<file path="config.mk">
export PLATFORM = sky130hd
export DESIGN_NAME = row_rdata_sel_flat
export DESIGN_NICKNAME = d
export VERILOG_FILES = /design/src/verilog/l2_mem_pkg.sv /design/src/verilog/l2_mem_req_if.sv /design/src/verilog/row_rdata_sel.sv /design/src/flat_wrapper.sv
export VERILOG_INCLUDE_DIRS = /design/src /design/src/include
export SDC_FILE = /design/constraint.sdc
export NUM_CORES = 1
export LEC_CHECK = 0
export ABC_AREA = 1
export BUFFER_PORTS_ARGS = -buffer_cell sky130_fd_sc_hd__clkbuf_2
export CAP_MARGIN = 0
export CELL_PAD_IN_SITES_DETAIL_PLACEMENT = 0
export CELL_PAD_IN_SITES_GLOBAL_PLACEMENT = 1
export CORE_AREA = 3 3 177 93
export CTS_CLUSTER_DIAMETER = 50
export CTS_CLUSTER_SIZE = 16
export DETAILED_ROUTE_END_ITERATION = 16
export DIE_AREA = 0 0 180 96
export MAX_ROUTING_LAYER = met4
export PLACE_DENSITY = 0.89
export SLEW_MARGIN = 20
export SYNTH_ARGS = -nofsm -noshare
export SYNTH_HDL_FRONTEND = slang
export SYNTH_SLANG_ARGS = --single-unit
</file>
<file path="constraint.sdc">
create_clock -name clk_i -period 1.72 [get_ports clk_i]
set_input_delay 0.086 -clock clk_i [delete_from_list [all_inputs] [get_ports clk_i]]
set_output_delay 0.086 -clock clk_i [all_outputs]
set_load 0.02 [all_outputs]
</file>
<file path="src/include/l2_mem_consts.svh">
// ##############################
// L2 memory constants
// Bus, cut and memory sizes
// ##############################

`ifndef L2_MEM_CONSTS_SVH
`define L2_MEM_CONSTS_SVH

// AXI4-Lite bus widths in bits
`define L2_AXI_AW 32
`define L2_AXI_DW 64

// One SRAM cut
`define L2_CUT_DW 32
`define L2_CUT_WORDS 256

// Total memory size in bytes
`define L2_N_BYTES 8192

`endif
</file>
<file path="src/verilog/l2_mem_pkg.sv">
// ##############################
// L2 memory package
// Array geometry and bus types
// ##############################

`include "l2_mem_consts.svh"

package l2_mem_pkg;

  // Byte lanes of the bus and of one cut
  localparam int unsigned AXI_SB = `L2_AXI_DW / 8;
  localparam int unsigned CUT_SB = `L2_CUT_DW / 8;

  // Array geometry, cuts side by side form a row
  localparam int unsigned N_COLS    = `L2_AXI_DW / `L2_CUT_DW;
  localparam int unsigned ROW_BYTES = N_COLS * CUT_SB * `L2_CUT_WORDS;
  localparam int unsigned N_ROWS    = `L2_N_BYTES / ROW_BYTES;

  // Address split: byte offset, word index, row index
  localparam int unsigned WORD_OFF = $clog2(AXI_SB);
  localparam int unsigned WORD_W   = $clog2(`L2_CUT_WORDS);
  localparam int unsigned ROW_OFF  = WORD_OFF + WORD_W;
  localparam int unsigned ROW_W    = $clog2(N_ROWS);

  typedef logic [`L2_AXI_AW-1:0] axi_addr_t;
  typedef logic [`L2_AXI_DW-1:0] axi_data_t;
  typedef logic [AXI_SB-1:0]     axi_strb_t;
  typedef logic [WORD_W-1:0]     word_idx_t;
  typedef logic [ROW_W-1:0]      row_idx_t;
  typedef logic [`L2_CUT_DW-1:0] cut_data_t;
  typedef logic [CUT_SB-1:0]     cut_strb_t;

  typedef enum logic [1:0] {
    RESP_OKAY   = 2'b00,
    RESP_SLVERR = 2'b10
  } axi_resp_t;

endpackage

</file>
<file path="src/verilog/l2_mem_req_if.sv">
// ##############################
// L2 memory request interface
// Adapter to rows and read mux
// ##############################

`timescale 1ns/1ps

interface l2_mem_req_if;
  import l2_mem_pkg::*;

  // Valid for the single cycle in which req is high
  logic      req;
  logic      we;
  row_idx_t  row;
  word_idx_t word;
  axi_data_t wdata;
  axi_strb_t strb;

  modport drv (
    output req, we, row, word, wdata, strb
  );

  // Seen by every row of cuts
  modport cut (
    input req, we, row, word, wdata, strb
  );

  // The read mux only tracks which row was read
  modport mon (
    input req, we, row
  );

endinterface

</file>
<file path="src/verilog/row_rdata_sel.sv">
// ##############################
// Row read-data selector
// Picks the row read last cycle
// ##############################

`timescale 1ns/1ps

module row_rdata_sel (
  input  logic                  clk_i,
  input  logic                  rst_ni,
  l2_mem_req_if.mon             mem,
  input  l2_mem_pkg::axi_data_t row_rdata_i [l2_mem_pkg::N_ROWS],
  output l2_mem_pkg::axi_data_t rdata_o
);
  import l2_mem_pkg::*;

  row_idx_t row_q;

  // Held until the next read and left alone by writes
  always_ff @(posedge clk_i, negedge rst_ni) begin
    if (!rst_ni) begin
      row_q <= '0;
    end else if (mem.req && !mem.we) begin
      row_q <= mem.row;
    end
  end

  assign rdata_o = row_rdata_i[row_q];

endmodule

</file>
<file path="src/flat_wrapper.sv">
// flat-port wrapper written by rule: the top's interface ports become plain ports
module row_rdata_sel_flat import l2_mem_pkg::*;
  (clk_i, rst_ni, row_rdata_i, rdata_o, mem_req, mem_we, mem_row);
  l2_mem_req_if mem_i ();
  input  logic clk_i;
  input  logic rst_ni;
  input  l2_mem_pkg::axi_data_t row_rdata_i[l2_mem_pkg::N_ROWS];
  output l2_mem_pkg::axi_data_t rdata_o;
  input wire logic [$bits(mem_i.req)-1:0] mem_req;
  input wire logic [$bits(mem_i.we)-1:0] mem_we;
  input wire logic [$bits(mem_i.row)-1:0] mem_row;
  assign mem_i.req = mem_req;
  assign mem_i.we = mem_we;
  assign mem_i.row = mem_row;
  row_rdata_sel u_core (.clk_i(clk_i), .rst_ni(rst_ni), .mem(mem_i), .row_rdata_i(row_rdata_i), .rdata_o(rdata_o));
endmodule
</file>
==> flow_summary.json <==
{
  "status": "completed",
  "dieArea_um2": 17280,
  "gp_congestion": 0.8399,
  "slew_headroom_pct": 77.13,
  "antenna_found_initial": 0,
  "largest-register": "u_core.row_q",
  "intPower_w": 0.001172,
  "numCtsBuffers": 3,
  "viasPerCell": 3.894,
  "ys_ff_latch": 2,
  "largest_reg_flops": 2,
  "dp_cells": 1254,
  "crit-reg2reg-launch": "u_core.row_q[0]$_DFFE_PN0P_",
  "die_w_um": 180,
  "switching_share_pct": 54.47,
  "timing.hold.ws_ps": 114.0,
  "syn_nets": 1019,
  "worstMarginPinSlew_ps": 343.1,
  "fillers": 1805,
  "drt_iter0_markers": 119,
  "synth.yosys.seq_area_share_pct": 1.606,
  "grt_max_degree": 70,
  "clkTransAtPathRegs_ps": 30,
  "syn-cell-area_um2": 3115,
  "root_buffer": "clkbuf_16",
  "postPlaceCellArea_um2": 4937,
  "irDropWorstVdd_mv": 0.3103,
  "cts_tree": "yes",
  "r2r_cells": 3,
  "grt_first_pass_wirelength_um": 20420,
  "area_growth_pct": 61.20,
  "finalSetupViolations": 0,
  "finalHoldViolations": 0,
  "p_clk_share_pct": 13.3,
  "r2r_setup_slack_ps": 720,
  "layoutNonFillerInstCount": 1258,
  "overflow": 0,
  "multiInputGateArea_um2": 1871,
  "die_h_um": 96,
  "power_switching_w": 0.001402,
  "postRouteAntennaNets": 0,
  "sequentialPowerShare_pct": 2.6,
  "endpoint_kind": "primary output",
  "drt-pass1-iter-count": 4,
  "r2r-end": "u_core.row_q[0]$_DFFE_PN0P_",
  "antenna_cells": 0,
  "drc": 0,
  "syn_avg_cell_area_um2": 4.116,
  "finClkSkew_ps": 0,
  "critPathMaxFanout": 61,
  "drv_cap": 0,
  "slew_viol_final": 0,
  "crit_required_ps": 1630,
  "design_area_um2": 5022,
  "insertion_delay_ps": 220,
  "seqCellArea_um2": 55.05,
  "clkSinkCount": 2,
  "synth_cell_types": 9,
  "startpoint": "u_core.row_q[0]$_DFFE_PN0P_",
  "finalCritPeriodShare_pct": 92.61,
  "critPathLaunchType": "register",
  "netlist_instances": 757,
  "path_class": "register to primary output",
  "fin_crit_ps": 1593,
  "cp.arrival_ps": 1510,
  "routedWlPerCell_um": 10.67,
  "power_leakage_nw": 3.967,
  "layout_common_cells": "325 x nand2_1, 325 x clkbuf_2, 257 x inv_1, 130 x nand3_1, 7 x buf_12",
  "io_buffers": 325,
  "io_pins": 326,
  "critPathCapture": "rdata_o[20]",
  "cts.path.max_buffers": 2,
  "pwr-share-comb_pct": 84.1,
  "vias": 4899,
  "num_rows": 32,
  "routed_wl_um": 13420,
  "yosysWarnings": 0,
  "h-tree-depth": 1,
  "fin_setup_tns_ps": 0,
  "track_usage_pct": 14.31,
  "biggestRegsByFlops": "u_core.row_q: 2 flops",
  "fmax_mhz": 627.8,
  "final_layout_size_suffix_gt1_share_pct": 32.35,
  "core_um2": 15090,
  "powerDensity_nw_per_um2": 512.5,
  "hold_path.class": "input pin to register",
  "dp_hpwl_um": 11100,
  "grt_pass1_vias": 4306,
  "initial_core_util_pct": 20.64,
  "finalNetCount": 1318,
  "rsz0062_at_grt": "false"
}
-- cell type report --
type,count,share of cell area (%)
multi-input combinational,455,37.24
timing repair buffer,335,35.68
inverter,259,19.41
tap,204,5.082
clock buffer,3,1.495
sequential,2,1.096
-- per-stage QoR --
stage	power (W)	utilization [%]	setup slack, ps
floorplan	0.001429	-	601.7
global placement	0.002254	32.71	348.6
detailed placement	0.002256	32.71	347.1
CTS	0.002611	33.27	119.0
global route	0.002843	33.27	2.513
finish	0.002574	33.27	127.1
-- kinds of logic after synthesis --
| group | Yosys count | synth area share (%) |
|---|---|---|
| and+or+nand+nor | 455 | 60.04 |
| buffers and inverters | 300 | 38.35 |
| DFF | 2 | 1.606 |
-- cell usage after synthesis --
| cell type | n | area share [%] |
|---|---|---|
| inv_1 | 257 | 31 |
| dfrtp_1 | 2 | 1.6 |
| inv_2 | 2 | 0.24 |
| buf_1 | 2 | 0.24 |
| clkbuf_1 | 6 | 0.72 |
| buf_4 | 11 | 2.7 |
| nand3_1 | 130 | 21 |
| buf_2 | 22 | 3.5 |
| nand2_1 | 325 | 39 |
-- power by group through the flow --
stage               clock [W]  sequential (W)  combinational [W]
floorplan                   0       0.0000583            0.00137
global placement            0       0.0000686            0.00219
detailed placement          0       0.0000687            0.00219
CTS                  0.000345       0.0000682            0.00220
global route         0.000354       0.0000685            0.00242
finish               0.000342       0.0000676            0.00216
-- worst max-delay path, stage by stage, from the launching register on --
cell,delay [ps]
dfrtp_4,500
inv_4,120
buf_12,260
nand2_1,80
nand3_1,70
nand2_1,80
clkbuf_2,160
-- how the worst min path moves through the flow --
stage,to,slack (ps),depth (start not counted),startpoint
6_report,u_core.row_q[1]$_DFFE_PN0P_,110,3,mem_row[1]
5_1_grt,u_core.row_q[1]$_DFFE_PN0P_,140,3,mem_row[1]
4_1_cts,u_core.row_q[1]$_DFFE_PN0P_,120,3,mem_row[1]
3_5_place_dp,u_core.row_q[0]$_DFFE_PN0P_,-120,1,rst_ni
3_3_place_gp,u_core.row_q[0]$_DFFE_PN0P_,-120,1,rst_ni
2_1_floorplan,u_core.row_q[0]$_DFFE_PN0P_,-210,0,rst_ni
-- routing by layer --
layer,track usage [%],routed length [um],vias up
met4,1.543,69,0
met2,23.55,6281,156
met3,1.850,902,4
met5,-,0,-
li1,-,-,2697
met1,19.55,6165,2042
-- repair_timing --
item | in CTS | in global routing
hold buffers | 1 | 0
gates resized for setup | 0 | 0
setup buffers | 0 | 0
endpoints found under the hold margin | 2 | 0
Power figures use the tool's default switching activity.
