**src/include/l2_mem_consts.svh**
```systemverilog
// ##############################
// L2 memory constants
// Bus, cut and memory sizes
// ##############################

`ifndef L2_MEM_CONSTS_SVH
`define L2_MEM_CONSTS_SVH

// AXI4-Lite bus widths in bits
`define L2_AXI_AW 32
`define L2_AXI_DW 64

// One SRAM cut
`define L2_CUT_DW 32
`define L2_CUT_WORDS 256

// Total memory size in bytes
`define L2_N_BYTES 8192

`endif
```
**src/verilog/l2_mem_pkg.sv**
```systemverilog
// ##############################
// L2 memory package
// Array geometry and bus types
// ##############################

`include "l2_mem_consts.svh"

package l2_mem_pkg;

  // Byte lanes of the bus and of one cut
  localparam int unsigned AXI_SB = `L2_AXI_DW / 8;
  localparam int unsigned CUT_SB = `L2_CUT_DW / 8;

  // Array geometry, cuts side by side form a row
  localparam int unsigned N_COLS    = `L2_AXI_DW / `L2_CUT_DW;
  localparam int unsigned ROW_BYTES = N_COLS * CUT_SB * `L2_CUT_WORDS;
  localparam int unsigned N_ROWS    = `L2_N_BYTES / ROW_BYTES;

  // Address split: byte offset, word index, row index
  localparam int unsigned WORD_OFF = $clog2(AXI_SB);
  localparam int unsigned WORD_W   = $clog2(`L2_CUT_WORDS);
  localparam int unsigned ROW_OFF  = WORD_OFF + WORD_W;
  localparam int unsigned ROW_W    = $clog2(N_ROWS);

  typedef logic [`L2_AXI_AW-1:0] axi_addr_t;
  typedef logic [`L2_AXI_DW-1:0] axi_data_t;
  typedef logic [AXI_SB-1:0]     axi_strb_t;
  typedef logic [WORD_W-1:0]     word_idx_t;
  typedef logic [ROW_W-1:0]      row_idx_t;
  typedef logic [`L2_CUT_DW-1:0] cut_data_t;
  typedef logic [CUT_SB-1:0]     cut_strb_t;

  typedef enum logic [1:0] {
    RESP_OKAY   = 2'b00,
    RESP_SLVERR = 2'b10
  } axi_resp_t;

endpackage

```
**src/verilog/l2_mem_req_if.sv**
```systemverilog
// ##############################
// L2 memory request interface
// Adapter to rows and read mux
// ##############################

`timescale 1ns/1ps

interface l2_mem_req_if;
  import l2_mem_pkg::*;

  // Valid for the single cycle in which req is high
  logic      req;
  logic      we;
  row_idx_t  row;
  word_idx_t word;
  axi_data_t wdata;
  axi_strb_t strb;

  modport drv (
    output req, we, row, word, wdata, strb
  );

  // Seen by every row of cuts
  modport cut (
    input req, we, row, word, wdata, strb
  );

  // The read mux only tracks which row was read
  modport mon (
    input req, we, row
  );

endinterface

```
**src/verilog/axil_to_mem.sv**
```systemverilog
// ##############################
// AXI4-Lite to memory adapter
// One transaction at a time, with
// range check and SLVERR
// ##############################

`timescale 1ns/1ps

`include "l2_mem_consts.svh"

module axil_to_mem (
  input  logic                  clk_i,
  input  logic                  rst_ni,
  // Write address and data
  input  l2_mem_pkg::axi_addr_t s_awaddr_i,
  input  logic                  s_awvalid_i,
  output logic                  s_awready_o,
  input  l2_mem_pkg::axi_data_t s_wdata_i,
  input  l2_mem_pkg::axi_strb_t s_wstrb_i,
  input  logic                  s_wvalid_i,
  output logic                  s_wready_o,
  // Write response
  output l2_mem_pkg::axi_resp_t s_bresp_o,
  output logic                  s_bvalid_o,
  input  logic                  s_bready_i,
  // Read address
  input  l2_mem_pkg::axi_addr_t s_araddr_i,
  input  logic                  s_arvalid_i,
  output logic                  s_arready_o,
  // Read data
  output l2_mem_pkg::axi_data_t s_rdata_o,
  output l2_mem_pkg::axi_resp_t s_rresp_o,
  output logic                  s_rvalid_o,
  input  logic                  s_rready_i,
  // Memory side
  l2_mem_req_if.drv             mem,
  input  l2_mem_pkg::axi_data_t mem_rdata_i
);
  import l2_mem_pkg::*;

  typedef enum logic [1:0] {
    ST_IDLE,
    ST_WRESP,
    ST_RWAIT,
    ST_RRESP
  } state_e;

  state_e    state_q;
  logic      wr_go;
  logic      rd_go;
  logic      wr_ok;
  logic      rd_ok;
  axi_addr_t req_addr;
  axi_resp_t bresp_q;
  axi_resp_t rresp_q;
  axi_data_t rdata_q;

  // Write needs both channels at once, and wins over a read
  assign wr_go = (state_q == ST_IDLE) && s_awvalid_i && s_wvalid_i;
  assign rd_go = (state_q == ST_IDLE) && s_arvalid_i && !wr_go;

  assign wr_ok = s_awaddr_i < axi_addr_t'(`L2_N_BYTES);
  assign rd_ok = s_araddr_i < axi_addr_t'(`L2_N_BYTES);

  assign s_awready_o = wr_go;
  assign s_wready_o  = wr_go;
  assign s_arready_o = rd_go;

  // Request goes out in the accepting cycle
  assign req_addr  = wr_go ? s_awaddr_i : s_araddr_i;
  assign mem.req   = (wr_go && wr_ok) || (rd_go && rd_ok);
  assign mem.we    = wr_go;
  assign mem.row   = req_addr[ROW_OFF +: ROW_W];
  assign mem.word  = req_addr[WORD_OFF +: WORD_W];
  assign mem.wdata = s_wdata_i;
  assign mem.strb  = s_wstrb_i;

  always_ff @(posedge clk_i, negedge rst_ni) begin
    if (!rst_ni) begin
      state_q <= ST_IDLE;
      bresp_q <= RESP_OKAY;
      rresp_q <= RESP_OKAY;
    end else begin
      case (state_q)
        ST_IDLE: begin
          if (wr_go) begin
            state_q <= ST_WRESP;
            bresp_q <= wr_ok ? RESP_OKAY : RESP_SLVERR;
          end else if (rd_go) begin
            state_q <= ST_RWAIT;
            rresp_q <= rd_ok ? RESP_OKAY : RESP_SLVERR;
          end
        end
        ST_WRESP: begin
          if (s_bready_i) begin
            state_q <= ST_IDLE;
          end
        end
        // SRAM data is on mem_rdata_i in this cycle
        ST_RWAIT: begin
          state_q <= ST_RRESP;
        end
        ST_RRESP: begin
          if (s_rready_i) begin
            state_q <= ST_IDLE;
          end
        end
        default: begin
          state_q <= ST_IDLE;
        end
      endcase
    end
  end

  // Error reads return zero
  always_ff @(posedge clk_i) begin
    if (state_q == ST_RWAIT) begin
      rdata_q <= (rresp_q == RESP_OKAY) ? mem_rdata_i : '0;
    end
  end

  assign s_bvalid_o = (state_q == ST_WRESP);
  assign s_bresp_o  = bresp_q;
  assign s_rvalid_o = (state_q == ST_RRESP);
  assign s_rresp_o  = rresp_q;
  assign s_rdata_o  = rdata_q;

  // Responses hold with stable payload until taken
  a_b_hold: assert property (@(posedge clk_i) disable iff (!rst_ni)
    s_bvalid_o && !s_bready_i |=> s_bvalid_o && $stable(s_bresp_o));

  a_r_hold: assert property (@(posedge clk_i) disable iff (!rst_ni)
    s_rvalid_o && !s_rready_i |=> s_rvalid_o && $stable({s_rresp_o, s_rdata_o}));

endmodule

```
**src/flat_wrapper.sv**
```systemverilog
// flat-port wrapper written by rule: the top's interface ports become plain ports
module axil_to_mem_flat import l2_mem_pkg::*;
  (clk_i, rst_ni, s_awaddr_i, s_awvalid_i, s_awready_o, s_wdata_i, s_wstrb_i, s_wvalid_i, s_wready_o, s_bresp_o, s_bvalid_o, s_bready_i, s_araddr_i, s_arvalid_i, s_arready_o, s_rdata_o, s_rresp_o, s_rvalid_o, s_rready_i, mem_rdata_i, mem_req, mem_we, mem_row, mem_word, mem_wdata, mem_strb);
  l2_mem_req_if mem_i ();
  input  logic clk_i;
  input  logic rst_ni;
  input  l2_mem_pkg::axi_addr_t s_awaddr_i;
  input  logic s_awvalid_i;
  output logic s_awready_o;
  input  l2_mem_pkg::axi_data_t s_wdata_i;
  input  l2_mem_pkg::axi_strb_t s_wstrb_i;
  input  logic s_wvalid_i;
  output logic s_wready_o;
  output l2_mem_pkg::axi_resp_t s_bresp_o;
  output logic s_bvalid_o;
  input  logic s_bready_i;
  input  l2_mem_pkg::axi_addr_t s_araddr_i;
  input  logic s_arvalid_i;
  output logic s_arready_o;
  output l2_mem_pkg::axi_data_t s_rdata_o;
  output l2_mem_pkg::axi_resp_t s_rresp_o;
  output logic s_rvalid_o;
  input  logic s_rready_i;
  input  l2_mem_pkg::axi_data_t mem_rdata_i;
  output wire logic [$bits(mem_i.req)-1:0] mem_req;
  output wire logic [$bits(mem_i.we)-1:0] mem_we;
  output wire logic [$bits(mem_i.row)-1:0] mem_row;
  output wire logic [$bits(mem_i.word)-1:0] mem_word;
  output wire logic [$bits(mem_i.wdata)-1:0] mem_wdata;
  output wire logic [$bits(mem_i.strb)-1:0] mem_strb;
  assign mem_req = mem_i.req;
  assign mem_we = mem_i.we;
  assign mem_row = mem_i.row;
  assign mem_word = mem_i.word;
  assign mem_wdata = mem_i.wdata;
  assign mem_strb = mem_i.strb;
  axil_to_mem u_core (.clk_i(clk_i), .rst_ni(rst_ni), .s_awaddr_i(s_awaddr_i), .s_awvalid_i(s_awvalid_i), .s_awready_o(s_awready_o), .s_wdata_i(s_wdata_i), .s_wstrb_i(s_wstrb_i), .s_wvalid_i(s_wvalid_i), .s_wready_o(s_wready_o), .s_bresp_o(s_bresp_o), .s_bvalid_o(s_bvalid_o), .s_bready_i(s_bready_i), .s_araddr_i(s_araddr_i), .s_arvalid_i(s_arvalid_i), .s_arready_o(s_arready_o), .s_rdata_o(s_rdata_o), .s_rresp_o(s_rresp_o), .s_rvalid_o(s_rvalid_o), .s_rready_i(s_rready_i), .mem(mem_i), .mem_rdata_i(mem_rdata_i));
endmodule
```
**config.mk**
```make
export PLATFORM = sky130hd
export DESIGN_NAME = axil_to_mem_flat
export DESIGN_NICKNAME = d
export VERILOG_FILES = /design/src/verilog/l2_mem_pkg.sv /design/src/verilog/l2_mem_req_if.sv /design/src/verilog/axil_to_mem.sv /design/src/flat_wrapper.sv
export VERILOG_INCLUDE_DIRS = /design/src /design/src/include
export SDC_FILE = /design/constraint.sdc
export NUM_CORES = 1
export LEC_CHECK = 0
export BUFFER_PORTS_ARGS = -buffer_cell sky130_fd_sc_hd__buf_2
export CORE_AREA = 2 2 140 142
export DETAILED_ROUTE_END_ITERATION = 10
export DIE_AREA = 0 0 142 144
export HOLD_SLACK_MARGIN = 0.03
export PLACE_DENSITY_LB_ADDON = 0.3
export SETUP_SLACK_MARGIN = 0.1
export SLEW_MARGIN = 0
export SYNTH_ARGS = -nofsm -noshare
export SYNTH_HDL_FRONTEND = slang
export SYNTH_SLANG_ARGS = --single-unit
```
**constraint.sdc**
```tcl
create_clock -name clk_i -period 3 [get_ports clk_i]
set_input_delay 0.15 -clock clk_i [delete_from_list [all_inputs] [get_ports clk_i]]
set_output_delay 0.15 -clock clk_i [all_outputs]
set_load 0.02 [all_outputs]
```
==> flow_summary.toml, run 1 <==
[outcome]
status = "finished, final reports clean"

[floorplan]
die-area_um2 = 20400
die_x_um = 142
io_pins = 364
rows = 51
fp.coreArea_um2 = 19100
start_util_pct = 17.7
die_h_um = 144

[detailed_routing]
drcViolationCount = 0
postRouteWirelength_mm = 12.8
firstDrtPassIters = 4
ant_nets = 0
via_per_inst = 3.74
drt_iter0_markers = 63
wl_per_cell_um = 19.8
vias = 2415

[final_layout]
nets = 610
n_fill_cell = 2053
n_antenna_cell = 0
syn_to_final_growth_pct = 33.0
final_cell_count_no_fill = 646
drive_above_1_share_pct = 59.1

[grt]
grt_pass1_vias = 2398
antenna_found_initial = 1
grt_max_degree = 67
grt-ovfl-total = 0
grt_pass1_wl_mm = 17.0
track_usage_pct = 11.8

[timing]
setup_viol_count_final = 0
max-slew-margin-rel_pct = 24.1
clock.fmax_ghz = 0.489
totalNegativeSetupSlack_ps = 0
fin_worst_skew_ps = 7.56
final-max-slew-violation-count = 0
rsz0062_at_grt = "false"
tightest_slew_ps = 1140
fin_crit_ps = 2050
period_share_pct = 68.2
hold_viol_final = 0

[cts]
numCtsBuffers = 9
cts_buffer_depth = 2
cts_tree = "built"
clkTransAtPathRegs_ps = 60
cts_resized = 0
cts_setup_buffers = 0
clockRootBuffer = "clkbuf_16"
htreeDepth = 3
numClockSinks = 68
insertion_delay_ps = 320

[logic_synthesis]
synth_ff_type = "edfxtp_1"
synth_most_common_cell = "buf_4"
ys_seq_area_share_pct = 59.9
synth_top_area_share_pct = 57.0
synth.distinct_cells = 23
netlist_instances = 262
synthesis.area_um2 = 3370
synth-edff-count = 64
synth_area_leader_cell = "edfxtp_1"
syn_avg_cell_area_um2 = 12.9
synth.area.top_cells = "edfxtp_1, buf_4, nor2b_1"
ys_seq_elements = 68
synth_warnings = 0
synthTopCellsByCount = "buf_4, nor2b_1, edfxtp_1"
async_flop_share_pct = 5.88

[worst_setup_path]
worstSetupEndpointType = "primary output"
path_max_fanout = 16
slowest_stage = "and4bb_4"
crit_path_start_kind = "register"
crit_required_ps = 2850
path_buf_inv = 1
cp_top_family = "simple AND/OR/NAND/NOR gates"
max_stage_delay_ps = 560
worst-setup-path-type = "reg -> out"
crit_chain = "and4bb_4 > mux2_2 > buf_2"
cp.arrival_ps = 1900

[power_and_ir_drop]
cellPowerDensity_nw_per_um2 = 852
power_frac_comb_pct = 29.3
p_switching_mw = 1.23
switching_share_pct = 32.3
p_leak_nw = 1.94
internal_power_mw = 2.59
max-vdd-ir-drop_v = 0.000269
power.share.sequential_pct = 39.2
clockPowerShare_pct = 31.5

[place]
placedCellCount = 629
gp_congestion = 0.862
port_buffers = 211
hpwlAfterDp_mm = 10.9

[flow_run]
cap_violations = 0

[min_path]
hold_path_class = "in -> reg"
stage by stage:
stage	hold slack [ps]	util (%)	power, mW	setup slack [ps]	cell area [um2]
CTS	88.7	23.5	3.90	896	4490
global placement	-23.0	21.7	2.66	1280	4140
floorplan	-146	-	2.33	675	3380
global route	113	23.5	4.02	797	4490
finish	102	23.5	3.82	954	4490
detailed placement	-21.5	21.7	2.67	1260	4140
power groups by stage:
stage | logic, mW | registers (mW) | clock network, mW
floorplan | 0.430 | 1.90 | 0
global placement | 1.14 | 1.52 | 0
detailed placement | 1.14 | 1.52 | 0
CTS | 1.14 | 1.51 | 1.25
global route | 1.20 | 1.53 | 1.29
finish | 1.12 | 1.50 | 1.20
cell type report:
type	count	area, um2	area share (%)
Inverter	3	11.3	0.251
Timing Repair Buffer	213	1090	24.2
Clock buffer	10	229	5.10
Sequential cell	68	2020	45.1
Tap cell	238	298	6.63
Multi-Input combinational cell	108	729	16.2
Clock inverter	6	113	2.51
logic make-up (layout without fill, tap and decap cells):
logic type	after synthesis	count (layout)	synth area share, %
and+or+nand+nor	93	93	16.6
AOI/OAI and AO/OA	3	3	0.593
buffers and inverters	87	232	18.6
other	1	2	0.111
DFF	68	68	59.9
muxes	10	10	4.12
what timing repair did:
action | in CTS | in global routing
endpoints found under the hold margin | 4 | 0
hold buffers | 1 | 0
endpoints found under the setup margin | 0 | 0
worst paths after layout:
path	start	to	slack (ps)	cells past startpoint
min reg2reg	u_core.s_bresp_o[1]$_DFFE_PN0P_	u_core.s_bresp_o[1]$_DFFE_PN0P_	500	2
max reg2reg	u_core.s_rresp_o[1]$_DFFE_PN0P_	u_core.s_rdata_o[20]$_SDFFCE_PP0P_	1420	1
min in group asynchronous	rst_ni	u_core.state_q[1]$_DFFE_PN0P_	200	2
max	u_core.state_q[0]$_DFFE_PN0P_	mem_row[1]	950	3
min	s_arvalid_i	u_core.state_q[1]$_DFFE_PN0P_	100	3
max in group asynchronous	rst_ni	u_core.s_rresp_o[1]$_DFFE_PN0P_	2650	2
per-layer routing:
layer	part of all wire [%]	up-vias	track usage [%]
li1	-	1088	-
met2	52	215	21.4
met1	29	1102	10.0
met3	17	10	8.74
met4	1.4	0	3.63
met5	0	-	0
state kept, by name (all words and copies together), names as in the netlist:
signal,count
u_core.s_bresp_o,1
u_core.s_rdata_o,64
u_core.s_rresp_o,1
u_core.state_q,2
cells in the final DEF (no fill, tap or decap), drive strengths merged:
cell type	netlist	layout
buf	77	212
nor3	3	3
nand2	6	6
dfrtp	4	4
and2b	1	1
o21ai	1	1
clkbuf	7	10
nor2	4	4
nor4	8	8
nand4	1	1
and4bb	1	1
mux2	10	10
bufinv	0	3
and2	1	1
inv	3	3
conb	1	2
dlygate4sd3	0	1
a21oi	1	1
nor2b	65	65
edfxtp	64	64
clkinv	0	3
or2	1	1
nand3	2	2
a221o	1	1
Power figures use the tool's default switching activity.
==> inputs of run 2 (changes only) <==
==> constraint.sdc (replaced) <==
create_clock -name clk_i -period 1.8 [get_ports clk_i]
set_input_delay 0.09 -clock clk_i [delete_from_list [all_inputs] [get_ports clk_i]]
set_output_delay 0.09 -clock clk_i [all_outputs]
set_load 0.02 [all_outputs]
==> run 2 against run 1 <==
  * Cell count grew 3.7%
  * Worst setup slack got worse by 930 ps
  * Die area did not move
  * Largest cell class unchanged
  * Largest power group unchanged
==> flow_summary.toml, run 2 (same netlist as run 1, synthesis figures left out) <==
[worst_setup_path]
slowest_stage = "and4bb_4"
worst-setup-path-type = "reg -> out"
max_stage_delay_ps = 400
path_max_fanout = 5
worstSetupEndpointType = "primary output"
cp_top_family = "simple AND/OR/NAND/NOR gates"
path_buf_inv = 2
endpoint = "mem_word[6]"
path_depth = 4
startpoint = "u_core.state_q[1]$_DFFE_PN0P_"
reg2regPathDepth = 4
cp.arrival_ps = 1690
crit_path_start_kind = "register"
r2r-start = "u_core.state_q[0]$_DFFE_PN0P_"
r2r-end = "u_core.s_rdata_o[27]$_SDFFCE_PP0P_"
r2r_slack_ps = 160
crit_required_ps = 1710
crit_chain = "and4bb_4 > buf_8 > mux2_4 > buf_6"

[final_layout]
n_antenna_cell = 0
final_common_cell = "buf_2"
multi_input_area_um2 = 749
largest_reg_flops = 64
final_cell_count_no_fill = 670
nets = 635
final_cell_mix = "buf_2, nor2b_1, edfxtp_1"
drive_above_1_share_pct = 60.4
seqCellArea_um2 = 2020
fin_area_um2 = 4800
syn_to_final_growth_pct = 42.2
final_util_pct = 25.2
n_fill_cell = 2010

[detailed_routing]
postRouteWirelength_mm = 13.1
drcViolationCount = 0
via_per_inst = 3.77
drt_iter0_markers = 59
vias = 2528
wl_per_cell_um = 19.5
ant_nets = 0
firstDrtPassIters = 4

[place]
gp_congestion = 0.899
pre_cts_ws_ps = 197
placedCellCount = 634
hpwlAfterDp_mm = 10.8
dpl_cell_area_um2 = 4190
port_buffers = 211

[power_and_ir_drop]
max-vdd-ir-drop_v = 0.000376
p_leak_nw = 2.08
cellPowerDensity_nw_per_um2 = 1320
finalPower_mw = 6.36

[cts]
htreeDepth = 3
numClockSinks = 68
clkTransAtPathRegs_ps = 60
numCtsBuffers = 9
cts_buffer_depth = 2
insertion_delay_ps = 330
clockRootBuffer = "clkbuf_16"
cts_tree = "built"

[grt]
track_usage_pct = 11.7
antenna_found_initial = 0
grt_pass1_wl_mm = 16.8
grt-ovfl-total = 0
use_met1_pct = 9.80
grtUsageMet2_pct = 19.6
busiest_layer = "met2"
grtUsageMet3_pct = 8.91
grt_pass1_vias = 2488
grt_max_degree = 67

[floorplan]
io_pins = 364
rows = 51
die_x_um = 142
die-area_um2 = 20400
fp.coreArea_um2 = 19100
start_util_pct = 17.7
die_h_um = 144

[timing]
fin_ws_ps = 24.5
rsz0062_at_grt = "true"
final-max-slew-violation-count = 0
setup_viol_count_final = 0
fin_crit_ps = 1780
fin_worst_skew_ps = 7.98
clock.fmax_ghz = 0.563
period_share_pct = 98.6
hold_viol_final = 0

[outcome]
status = "finished, final reports clean"

[flow_run]
cap_violations = 0

[min_path]
hold_path_class = "in -> reg"
[run 2: how the worst min path moves through the flow]
stage | startpoint | end | slack, ps | cells after the start
after floorplan | rst_ni | u_core.s_bresp_o[1]$_DFFE_PN0P_ | -210 | 0
after global routing | mem_rdata_i[63] | u_core.s_rdata_o[63]$_SDFFCE_PP0P_ | 40 | 2
after detailed placement | rst_ni | u_core.state_q[0]$_DFFE_PN0P_ | -90 | 1
after global placement | rst_ni | u_core.state_q[0]$_DFFE_PN0P_ | -90 | 1
after CTS | mem_rdata_i[20] | u_core.s_rdata_o[20]$_SDFFCE_PP0P_ | 30 | 2
final | mem_rdata_i[63] | u_core.s_rdata_o[63]$_SDFFCE_PP0P_ | 60 | 2
[run 2: report_power, final]
part           total (mW)  internal, mW  switching [mW]
logic                2.18         0.816            1.36
registers            2.48          2.36           0.118
clock network        1.70          1.06           0.641
total                6.36          4.24            2.12
[run 2: worst register-to-register path, cell delays in order (launching register included)]
cell     delay (ps)
dfrtp_1         380
buf_4           140
buf_4           130
and2b_4         390
buf_12          240
[run 2: per-layer routing]
metal  up-vias  routed length, um
met3        30               2200
met4         0                657
met1      1132               3830
met2       226               6390
li1       1140                  -
met5         -                  0
[run 2: metrics by stage]
stage | hold WS (ps) | TNS, ps
3_5_place_dp | -87.0 | 0
2_1_floorplan | -206 | 0
3_3_place_gp | -91.8 | 0
4_1_cts | 32.1 | -102
5_1_grt | 43.4 | -221
6_report | 58.2 | 0
[run 2: cell type report]
cell class	instances	area share, %
Clock inverter	6	1.38
Multi-Input combinational cell	108	15.6
Timing Repair Buffer	238	29.7
Tap cell	238	6.20
Clock buffer	9	4.69
Inverter	3	0.235
Sequential cell	68	42.2
[run 2: timing repair]
action                     4_1_cts  5_1_grt
hold buffers                     8        0
setup endpoints to repair       11       14
hold endpoints to repair        11        0
resized for setup               36        3
buffers inserted                16        0
gates cloned                     1        0
pin swaps                        3        0
